==> config.mk <==
export PLATFORM = sky130hd
export DESIGN_NAME = procyon_core
export DESIGN_NICKNAME = d
export VERILOG_FILES = /design/src/logic/procyon_pkg.sv /design/src/logic/procyon_ieu.sv /design/src/logic/procyon_mul.sv /design/src/logic/procyon_rob.sv /design/src/logic/procyon_core.sv
export SDC_FILE = /design/constraint.sdc
export NUM_CORES = 2
export LEC_CHECK = 0
export BUFFER_PORTS_ARGS = -buffer_cell sky130_fd_sc_hd__clkbuf_2
export CAP_MARGIN = 20
export CORE_ASPECT_RATIO = 1.1
export CORE_MARGIN = 2
export CORE_UTILIZATION = 65
export DETAILED_ROUTE_END_ITERATION = 6
export HOLD_SLACK_MARGIN = 0.02
export PLACE_DENSITY_LB_ADDON = 0.05
export SYNTH_ARGS = -nofsm -noshare
export SYNTH_HDL_FRONTEND = slang
export SYNTH_SLANG_ARGS = --single-unit
==> constraint.sdc <==
create_clock -name clk -period 8.4 [get_ports clk]
set_input_delay 0.42 -clock clk [delete_from_list [all_inputs] [get_ports clk]]
set_output_delay 0.42 -clock clk [all_outputs]
set_load 0.01 [all_outputs]
==> src/logic/procyon_pkg.sv <==
// shared sizes and types for the core; ROB_DEPTH must be a power of two and the multiplier assumes MUL_STAGES is 3
`default_nettype none

package procyon_pkg;

    localparam int DATA_WIDTH    = 32;
    localparam int RDST_WIDTH    = 5;
    localparam int ROB_DEPTH     = 8;
    localparam int ROB_IDX_WIDTH = $clog2(ROB_DEPTH);
    localparam int MUL_STAGES    = 3;

    // derived datapath sizes
    localparam int SHAMT_WIDTH   = $clog2(DATA_WIDTH);
    localparam int HALF_WIDTH    = DATA_WIDTH / 2;

    typedef enum logic [3:0] {
        ADD,
        SUB,
        AND,
        OR,
        XOR,
        SLL,
        SRL,
        SLT,
        MUL
    } op_e;

    typedef enum logic [1:0] {
        EMPTY,
        ISSUED,
        DONE
    } rob_state_e;

    // operands arrive already resolved
    typedef struct packed {
        logic                     valid;
        op_e                      op;
        logic [RDST_WIDTH-1:0]    rdst;
        logic [DATA_WIDTH-1:0]    src_a;
        logic [DATA_WIDTH-1:0]    src_b;
    } dispatch_t;

    typedef struct packed {
        logic                     valid;
        op_e                      op;
        logic [ROB_IDX_WIDTH-1:0] tag;
        logic [DATA_WIDTH-1:0]    src_a;
        logic [DATA_WIDTH-1:0]    src_b;
    } issue_t;

    typedef struct packed {
        logic                     valid;
        logic [ROB_IDX_WIDTH-1:0] tag;
        logic [DATA_WIDTH-1:0]    data;
    } cdb_t;

    typedef struct packed {
        logic                     valid;
        logic [RDST_WIDTH-1:0]    rdst;
        logic [DATA_WIDTH-1:0]    data;
    } retire_t;

endpackage

`default_nettype wire

==> src/logic/procyon_ieu.sv <==
// single-cycle integer unit; never stalls, MUL must not be issued here, result is valid one cycle after issue
`default_nettype none
`timescale 1ns/100ps

module procyon_ieu (
    input  wire                  clk,
    input  wire                  i_rst_n,
    input  wire procyon_pkg::issue_t i_issue,
    output procyon_pkg::cdb_t    o_cdb
);

    import procyon_pkg::*;

    logic [DATA_WIDTH-1:0]  result;
    logic [SHAMT_WIDTH-1:0] shamt;

    assign shamt = i_issue.src_b[SHAMT_WIDTH-1:0];

    always_comb begin
        case (i_issue.op)
            ADD:     result = i_issue.src_a + i_issue.src_b;
            SUB:     result = i_issue.src_a - i_issue.src_b;
            AND:     result = i_issue.src_a & i_issue.src_b;
            OR:      result = i_issue.src_a | i_issue.src_b;
            XOR:     result = i_issue.src_a ^ i_issue.src_b;
            SLL:     result = i_issue.src_a << shamt;
            SRL:     result = i_issue.src_a >> shamt;
            // signed compare
            SLT: begin
                result = {{(DATA_WIDTH-1){1'b0}},
                          $signed(i_issue.src_a) < $signed(i_issue.src_b)};
            end
            default: result = '0;
        endcase
    end

    always_ff @(posedge clk) begin
        if (!i_rst_n) begin
            o_cdb.valid <= 1'b0;
        end else begin
            o_cdb.valid <= i_issue.valid;
        end

        if (i_issue.valid) begin
            o_cdb.tag  <= i_issue.tag;
            o_cdb.data <= result;
        end
    end

    // the ROB routes every multiply to the other unit
    a_no_mul: assert property (
        @(posedge clk) disable iff (!i_rst_n)
        i_issue.valid |-> (i_issue.op != MUL)
    ) else $error("multiply issued to integer unit");

endmodule

`default_nettype wire

==> src/logic/procyon_mul.sv <==
// pipelined multiplier returning the low DATA_WIDTH bits of the product; accepts one MUL per cycle, no stall
`default_nettype none
`timescale 1ns/100ps

module procyon_mul (
    input  wire                  clk,
    input  wire                  i_rst_n,
    input  wire procyon_pkg::issue_t i_issue,
    output procyon_pkg::cdb_t    o_cdb
);

    import procyon_pkg::*;

    // valid and tag travel beside the datapath
    logic [MUL_STAGES-2:0]    vld_q;
    logic [ROB_IDX_WIDTH-1:0] tag_q [MUL_STAGES-1];

    logic [DATA_WIDTH-1:0] pp_ll_q;
    logic [DATA_WIDTH-1:0] pp_lh_q;
    logic [DATA_WIDTH-1:0] pp_hl_q;
    logic [DATA_WIDTH-1:0] pp_ll_s2_q;
    logic [HALF_WIDTH-1:0] cross_q;

    always_ff @(posedge clk) begin
        if (!i_rst_n) begin
            vld_q       <= '0;
            o_cdb.valid <= 1'b0;
        end else begin
            vld_q[0] <= i_issue.valid;
            for (int i = 1; i < MUL_STAGES - 1; i++) begin
                vld_q[i] <= vld_q[i-1];
            end
            o_cdb.valid <= vld_q[MUL_STAGES-2];
        end
    end

    always_ff @(posedge clk) begin
        tag_q[0] <= i_issue.tag;
        for (int i = 1; i < MUL_STAGES - 1; i++) begin
            tag_q[i] <= tag_q[i-1];
        end
        o_cdb.tag <= tag_q[MUL_STAGES-2];
    end

    //////////////////////////////////////////////////////////////////////
    // stage 1 forms partial products, hi*hi only reaches the dropped bits
    always_ff @(posedge clk) begin
        if (i_issue.valid) begin
            pp_ll_q <= i_issue.src_a[HALF_WIDTH-1:0] * i_issue.src_b[HALF_WIDTH-1:0];
            pp_lh_q <= i_issue.src_a[HALF_WIDTH-1:0] * i_issue.src_b[DATA_WIDTH-1:HALF_WIDTH];
            pp_hl_q <= i_issue.src_a[DATA_WIDTH-1:HALF_WIDTH] * i_issue.src_b[HALF_WIDTH-1:0];
        end
    end

    // stage 2 folds the cross terms, only their low half survives the shift
    always_ff @(posedge clk) begin
        if (vld_q[0]) begin
            pp_ll_s2_q <= pp_ll_q;
            cross_q    <= pp_lh_q[HALF_WIDTH-1:0] + pp_hl_q[HALF_WIDTH-1:0];
        end
    end

    // final sum
    always_ff @(posedge clk) begin
        if (vld_q[MUL_STAGES-2]) begin
            o_cdb.data <= pp_ll_s2_q + {cross_q, {HALF_WIDTH{1'b0}}};
        end
    end

    a_only_mul: assert property (
        @(posedge clk) disable iff (!i_rst_n)
        i_issue.valid |-> (i_issue.op == MUL)
    ) else $error("non-multiply issued to multiplier");

endmodule

`default_nettype wire

==> src/logic/procyon_rob.sv <==
// in-order reorder buffer; source must hold a dispatch while stalled, retire has no back-pressure
`default_nettype none
`timescale 1ns/100ps

module procyon_rob (
    input  wire                     clk,
    input  wire                     i_rst_n,
    input  wire procyon_pkg::dispatch_t i_dispatch,
    input  wire procyon_pkg::cdb_t  i_ieu_cdb,
    input  wire procyon_pkg::cdb_t  i_mul_cdb,
    output logic                    o_dispatch_stall,
    output procyon_pkg::issue_t     o_ieu_issue,
    output procyon_pkg::issue_t     o_mul_issue,
    output procyon_pkg::retire_t    o_retire
);

    import procyon_pkg::*;

    rob_state_e              state_q [ROB_DEPTH];
    logic [RDST_WIDTH-1:0]   rdst_q  [ROB_DEPTH];
    logic [DATA_WIDTH-1:0]   data_q  [ROB_DEPTH];

    logic [ROB_IDX_WIDTH-1:0] head_q;
    logic [ROB_IDX_WIDTH-1:0] tail_q;
    logic [ROB_IDX_WIDTH:0]   count_q;

    logic   accept;
    logic   is_mul;
    logic   retire_en;
    issue_t issue_d;

    assign o_dispatch_stall = (count_q == (ROB_IDX_WIDTH+1)'(ROB_DEPTH));
    assign accept           = i_dispatch.valid && !o_dispatch_stall;
    assign is_mul           = (i_dispatch.op == MUL);
    assign retire_en        = (state_q[head_q] == DONE);

    //////////////////////////////////////////////////////////////////////
    // dispatch and issue
    always_comb begin
        issue_d.valid = accept;
        issue_d.op    = i_dispatch.op;
        issue_d.tag   = tail_q;
        issue_d.src_a = i_dispatch.src_a;
        issue_d.src_b = i_dispatch.src_b;
    end

    always_ff @(posedge clk) begin
        if (accept) begin
            o_ieu_issue <= issue_d;
            o_mul_issue <= issue_d;
        end

        // only the valid bits matter after reset
        if (!i_rst_n) begin
            o_ieu_issue.valid <= 1'b0;
            o_mul_issue.valid <= 1'b0;
        end else begin
            o_ieu_issue.valid <= issue_d.valid && !is_mul;
            o_mul_issue.valid <= issue_d.valid && is_mul;
        end
    end

    //////////////////////////////////////////////////////////////////////
    // entry state
    // writes in one cycle always hit different entries
    always_ff @(posedge clk) begin
        if (!i_rst_n) begin
            for (int i = 0; i < ROB_DEPTH; i++) begin
                state_q[i] <= EMPTY;
            end
        end else begin
            if (accept) begin
                state_q[tail_q] <= ISSUED;
            end
            if (i_ieu_cdb.valid) begin
                state_q[i_ieu_cdb.tag] <= DONE;
            end
            if (i_mul_cdb.valid) begin
                state_q[i_mul_cdb.tag] <= DONE;
            end
            if (retire_en) begin
                state_q[head_q] <= EMPTY;
            end
        end
    end

    always_ff @(posedge clk) begin
        if (accept) begin
            rdst_q[tail_q] <= i_dispatch.rdst;
        end
        if (i_ieu_cdb.valid) begin
            data_q[i_ieu_cdb.tag] <= i_ieu_cdb.data;
        end
        if (i_mul_cdb.valid) begin
            data_q[i_mul_cdb.tag] <= i_mul_cdb.data;
        end
    end

    // pointers wrap naturally since the depth is a power of two
    always_ff @(posedge clk) begin
        if (!i_rst_n) begin
            head_q  <= '0;
            tail_q  <= '0;
            count_q <= '0;
        end else begin
            if (accept) begin
                tail_q <= tail_q + 1'b1;
            end
            if (retire_en) begin
                head_q <= head_q + 1'b1;
            end
            case ({accept, retire_en})
                2'b10:   count_q <= count_q + 1'b1;
                2'b01:   count_q <= count_q - 1'b1;
                default: count_q <= count_q;
            endcase
        end
    end

    //////////////////////////////////////////////////////////////////////
    // retire
    always_ff @(posedge clk) begin
        if (retire_en) begin
            o_retire.rdst <= rdst_q[head_q];
            o_retire.data <= data_q[head_q];
        end

        if (!i_rst_n) begin
            o_retire.valid <= 1'b0;
        end else begin
            o_retire.valid <= retire_en;
        end
    end

    // completions come only for instructions still waiting on a unit
    a_ieu_cdb_issued: assert property (
        @(posedge clk) disable iff (!i_rst_n)
        i_ieu_cdb.valid |-> (state_q[i_ieu_cdb.tag] == ISSUED)
    ) else $error("integer result for entry not in flight");

    a_mul_cdb_issued: assert property (
        @(posedge clk) disable iff (!i_rst_n)
        i_mul_cdb.valid |-> (state_q[i_mul_cdb.tag] == ISSUED)
    ) else $error("multiply result for entry not in flight");

    a_cdb_tag_unique: assert property (
        @(posedge clk) disable iff (!i_rst_n)
        !(i_ieu_cdb.valid && i_mul_cdb.valid && (i_ieu_cdb.tag == i_mul_cdb.tag))
    ) else $error("both result ports carry the same tag");

    a_count_bound: assert property (
        @(posedge clk) disable iff (!i_rst_n)
        count_q <= (ROB_IDX_WIDTH+1)'(ROB_DEPTH)
    ) else $error("entry count above depth");

endmodule

`default_nettype wire

==> src/logic/procyon_core.sv <==
// back end top with resolved operands at dispatch; no flush, no memory ops, one retire per cycle at most
`default_nettype none
`timescale 1ns/100ps

module procyon_core (
    input  wire                     clk,
    input  wire                     i_rst_n,
    input  wire procyon_pkg::dispatch_t i_dispatch,
    output logic                    o_dispatch_stall,
    output procyon_pkg::retire_t    o_retire
);

    import procyon_pkg::*;

    issue_t ieu_issue;
    issue_t mul_issue;
    cdb_t   ieu_cdb;
    cdb_t   mul_cdb;

    procyon_rob u_rob (
        .clk              (clk),
        .i_rst_n          (i_rst_n),
        .i_dispatch       (i_dispatch),
        .i_ieu_cdb        (ieu_cdb),
        .i_mul_cdb        (mul_cdb),
        .o_dispatch_stall (o_dispatch_stall),
        .o_ieu_issue      (ieu_issue),
        .o_mul_issue      (mul_issue),
        .o_retire         (o_retire)
    );

    // the two units run side by side, each on its own result port
    procyon_ieu u_ieu (
        .clk     (clk),
        .i_rst_n (i_rst_n),
        .i_issue (ieu_issue),
        .o_cdb   (ieu_cdb)
    );

    procyon_mul u_mul (
        .clk     (clk),
        .i_rst_n (i_rst_n),
        .i_issue (mul_issue),
        .o_cdb   (mul_cdb)
    );

endmodule

`default_nettype wire

# Word-level counts from Yosys, hierarchy flattened
# Memory sizes are Yosys's and may differ from the RTL's. A register that Yosys moved wholly into a read port is not among the register bits.
# Index checks and enable logic that the tools add are counted.
# word_totals
inputBits	76
ram_bits	318
ff_bits	267
wordCells	97
output_inout_bits	39
n_memories	4
# classes
shift	2
n_mux	32
add_sub_neg	8
n_reduce_logical	11
magnitude_cmp	1
bitwise_logic	3
eq_ne	12
n_mul	3
# memory_table
name	words	width	rd	rd_ports_with_merged_regs	write_ports	line_no	source
u_rob.data_q	8	32	1	1	2	procyon_rob.sv:21	logic [DATA_WIDTH-1:0] data_q [ROB_DEPTH];
u_rob.rdst_q	8	5	1	1	1	procyon_rob.sv:20	logic [RDST_WIDTH-1:0] rdst_q [ROB_DEPTH];
u_rob.state_q	8	2	1	1	8	procyon_rob.sv:19	rob_state_e state_q [ROB_DEPTH];
u_mul.tag_q	2	3	2	1	2	procyon_mul.sv:16	logic [ROB_IDX_WIDTH-1:0] tag_q [MUL_STAGES-1];
# op_table
cell	n
$pmux 32 s8	1
$add 32x32->32	2
$and 32x32->32	1
$lt 32x32->1	1
$mul 16x16->16	2
$mul 16x16->32	1
$or 32x32->32	1
$shl 32x5->32	1
$shr 32x5->32	1
$sub 32x32->32	1
$xor 32x32->32	1
$mux 1	20
$mux 3	6
$add 16x16->16	1
$eq 4x3->1 const B	4
$eq 4x2->1 const B	2
$eq 4x4->1 const B	2
$mux 2	4
$pmux 4 s2	1
$reduce_or 2->1	4
$add 3x1->3 const B	2
$add 4x1->4 const B	1
$eq 2x2->1 const B	2
$eq 4x1->1 const B	1
other kinds (6)	9

# Longest topological paths before layout
# depth
word_depth	8
depth_mapped	27

# Modules after synthesis
# From an unflattened synthesis, not the netlist that was laid out.
# hier_totals
hier_cells	4730
area_unflattened_um2	50697.4
# modules_own_cells
mod	cells_per_inst	n_inst	seq_area_each_um2	area_per_inst_um2
procyon_mul	2284	1	4564.4	22268.9
procyon_rob	1234	1	12772.2	19533.7
procyon_ieu	1212	1	1071.0	8894.8

# Worst setup path after synthesis
# OpenSTA, ideal clock, no wires.
# synth_timing
path_type	register to register
startpoint	register u_rob.o_ieu_issue[1] (netlist name)
endpoint	register u_mul.pp_ll_q[30], data pin
setup_slack_ps	1577
period_less_slack_ps	6823
path_buffers	4
path_stages_with_launch	26
arrival_ps	6565
setup_ps	258
path_cell_list	edfxtp_1 -> clkbuf_1 -> clkbuf_1 -> buf_1 -> buf_1 -> nand2_1 -> fa_1 -> fa_1 -> inv_1 -> fa_1 -> fa_1 -> fa_1 -> inv_1 -> fa_1 -> inv_1 -> ha_1 -> a21o_1 -> a21oi_1 -> nor2b_1 -> a311oi_1 -> nand2b_1 -> a21oi_1 -> o21ai_1 -> a21o_1 -> a21oi_1 -> xnor2_1
# synth_lines
item	line_no	source
end signal: assignment	procyon_mul.sv:49	pp_ll_q <= i_issue.src_a[HALF_WIDTH-1:0] * i_issue.src_b[HALF_WIDTH-1:0];
end: declaration	procyon_mul.sv:18	logic [DATA_WIDTH-1:0] pp_ll_q;

==> out/results.ini <==
[run]
maxCapViolations = 0

[setup_path]
arrival_ns = 7.69
worstSetupStartpointType = flip-flop
cp_common_cell = fa_1
crit_fanout = 10
path_class = reg2reg
path_cells = clkinv_1, nor2_1, fa_1, inv_1, fa_1, fa_1, inv_1, fa_1, fa_1, inv_1, fa_1, inv_1, ha_1, nand2_1, o211ai_1, a31oi_1, or2_1, a21boi_1, o41ai_2, o21ba_2, xnor2_1
critical-path-slowest-cell = edfxtp_1
worst_ep_required_time_ns = 8.77
endpoint_kind = flip-flop
crit_path_max_incr_delay_ns = 0.74

[global_route]
grt-ovfl-total = 0
grt_max_degree = 78
grt_first_pass_wirelength_um = 230000
grt_pass1_vias = 36790
antenna_found_initial = 5
grt_usage = 0.409

[clock_tree]
post-cts-setup-buffer-count = 0
cts_buffers = 66
cts_tree = yes
clkTransAtPathRegs_ns = 0.07
clockBufferDepth = 3
cts.sinks = 628
htree_levels = 3
clockRootBuffer = clkbuf_16
clock_latency_ns = 0.64

[worst_hold_path]
hp-class = in2reg

[place]
dp_hpwl_um = 109000
gp_congestion = 1.04
placedCellCount = 5456
io_buffers = 114

[layout]
layout_common_cells = inv_1, edfxtp_1, nand2_1, nor2_1, fa_1
n_antenna_cell = 0
drive_above_1_share = 0.131
num-nets-final = 5402
fillCellCount = 5362
fin_cells = 5636
final_common_cell = inv_1
syn_to_final_growth_pct = 9.08

[synthesis]
yosysSeqAreaShare = 0.384
synthCells = 4547
synthesis.area_sq_um = 48000
async_flop_share = 0
syn_nets = 5316
yosys_register_bits = 628
synth_cell_types = 83
synth_edf_count = 583
ys.flop_type = edfxtp_1
syn_avg_cell_area_sq_um = 10.5
synth_warnings = 0

[floorplan]
core_area_sq_um = 73100
die_h_um = 289
dieArea_sq_um = 76000
die_w_um = 263
fp-row-count = 104
start_util = 0.656
pin_count = 115

[power_and_ir_drop]
power_mw = 18.7
p_per_area_nw_per_um2 = 358
p_leak_nw = 21.6
peakVddDrop_v = 0.00135

[routing]
avgViaCountPerCell = 6.46
drtIter0Drc = 4112
drc = 0
final_antenna_net_count = 0
via_count = 36402
wl_per_cell_um = 27.5
wl_um = 155000
dr.pass1.iters = 6

[sta]
rsz0062_at_grt = no
min_period_ns = 7.32
tns_ns = 0
max_freq_ghz = 0.137
tightest_slew_ns = 1.21
relSlewSlack = 0.191
fin_crit_sh = 0.871
finalClockSkew_ns = 0.0525
drv_slew = 0
finalHoldViolCount = 0
finalSetupViolations = 0

[run_status]
status = finished clean

## registers in the layout (all words and copies together) (netlist names), 32 cells and up, named ones only
name,cells
u_mul.pp_ll_q,32
u_rob.data_q,256
u_ieu.o_cdb,36
u_rob.o_retire,38
u_mul.pp_ll_s2_q,32
u_rob.o_ieu_issue,72
u_mul.o_cdb,36
u_rob.rdst_q,40
## power breakdown
group | internal (mW) | total [mW] | switching, mW | leakage [nW]
combinational | 4.80 | 11.5 | 6.74 | 14.9
clock | 1.66 | 2.94 | 1.27 | 1.05
sequential | 4.09 | 4.25 | 0.155 | 5.62
## per-layer routing
layer / global-route usage / part of all wire / routed length (um)
met1: 0.497 / 0.35 / 54600
met2: 0.661 / 0.46 / 70900
met4: 0.296 / 0.087 / 13500
met5: 0 / 0.00026 / 41
met3: 0.0807 / 0.10 / 15800
## area by class of cell
cell class                 count  area (sq um)  share of cell area
clock inverter                34           348             0.00665
multi-input combinational   3055         26400               0.505
sequential                   628         18400               0.352
tap                          954          1190              0.0228
inverter                     618          2320              0.0444
timing repair buffer         264          1850              0.0354
clock buffer                  83          1770              0.0338
## cell usage after synthesis (45+ instances only)
| library cell | instances | area, sq um |
|---|---|---|
| inv_1 | 597 | 2240 |
| edfxtp_1 | 583 | 17500 |
| nand2_1 | 433 | 1630 |
| nor2_1 | 401 | 1510 |
| fa_1 | 359 | 7190 |
| ha_1 | 334 | 4180 |
| mux2_2 | 261 | 2940 |
| clkbuf_1 | 202 | 758 |
| o21ai_0 | 186 | 931 |
| a21oi_1 | 174 | 871 |
| a22oi_1 | 167 | 1250 |
| xnor2_1 | 138 | 1210 |
| mux2i_1 | 78 | 781 |
| nor3_1 | 54 | 270 |
| dfxtp_1 | 45 | 901 |
| nand4_1 | 45 | 282 |
## worst max-delay path, delay by kind of cell, from the launching register on
family | cells | cell delay (ns)
adders and majority gates | 7 | 3.18
and+or+nand+nor | 3 | 0.75
buffers and inverters | 5 | 0.97
xor gates and xnor gates | 1 | 0.12
AOI/OAI and AO/OA | 5 | 1.30
DFF | 1 | 0.74
## kinds of logic (layout without fill, tap and decap cells)
kind of cell               count (synthesis)  after routing  synth area share
and+or+nand+nor                         1079           1079            0.0961
buffers and inverters                    864            999            0.0679
AOI/OAI and AO/OA                        780            780             0.107
adders and majority gates                693            693             0.237
DFF                                      628            628             0.384
muxes                                    342            342            0.0790
xor gates and xnor gates                 161            161            0.0294
## metrics by stage
stage               hold slack, ns  instance area [sq um]  setup slack [ns]   util
floorplan                    0.310                  48000              1.58      -
global placement             0.313                  49600              1.41  0.678
detailed placement           0.313                  49600              1.30  0.678
CTS                         0.0212                  52300              1.28  0.715
global route                0.0238                  52300             0.967  0.715
finish                      0.0416                  52300              1.08  0.715
## path summary, 6_finish.rpt
path,from,end,slack [ns],cells after the start
setup / recovery,u_rob.o_ieu_issue[40],u_mul.pp_ll_q[29],1.08,21
hold reg to reg,u_mul.tag_q[1][0],u_mul.o_cdb[32],0.33,0
hold / removal,i_dispatch[4],u_rob.o_ieu_issue[4],0.04,1
setup reg to reg,u_rob.o_ieu_issue[40],u_mul.pp_ll_q[29],1.08,21
## timing repair
| item | CTS | global route |
|---|---|---|
| endpoints found under the hold margin | 63 | 0 |
| endpoints found under the setup margin | 0 | 0 |
| hold buffers | 63 | 0 |
| resized for setup | 0 | 0 |
Power figures use the tool's default switching activity.
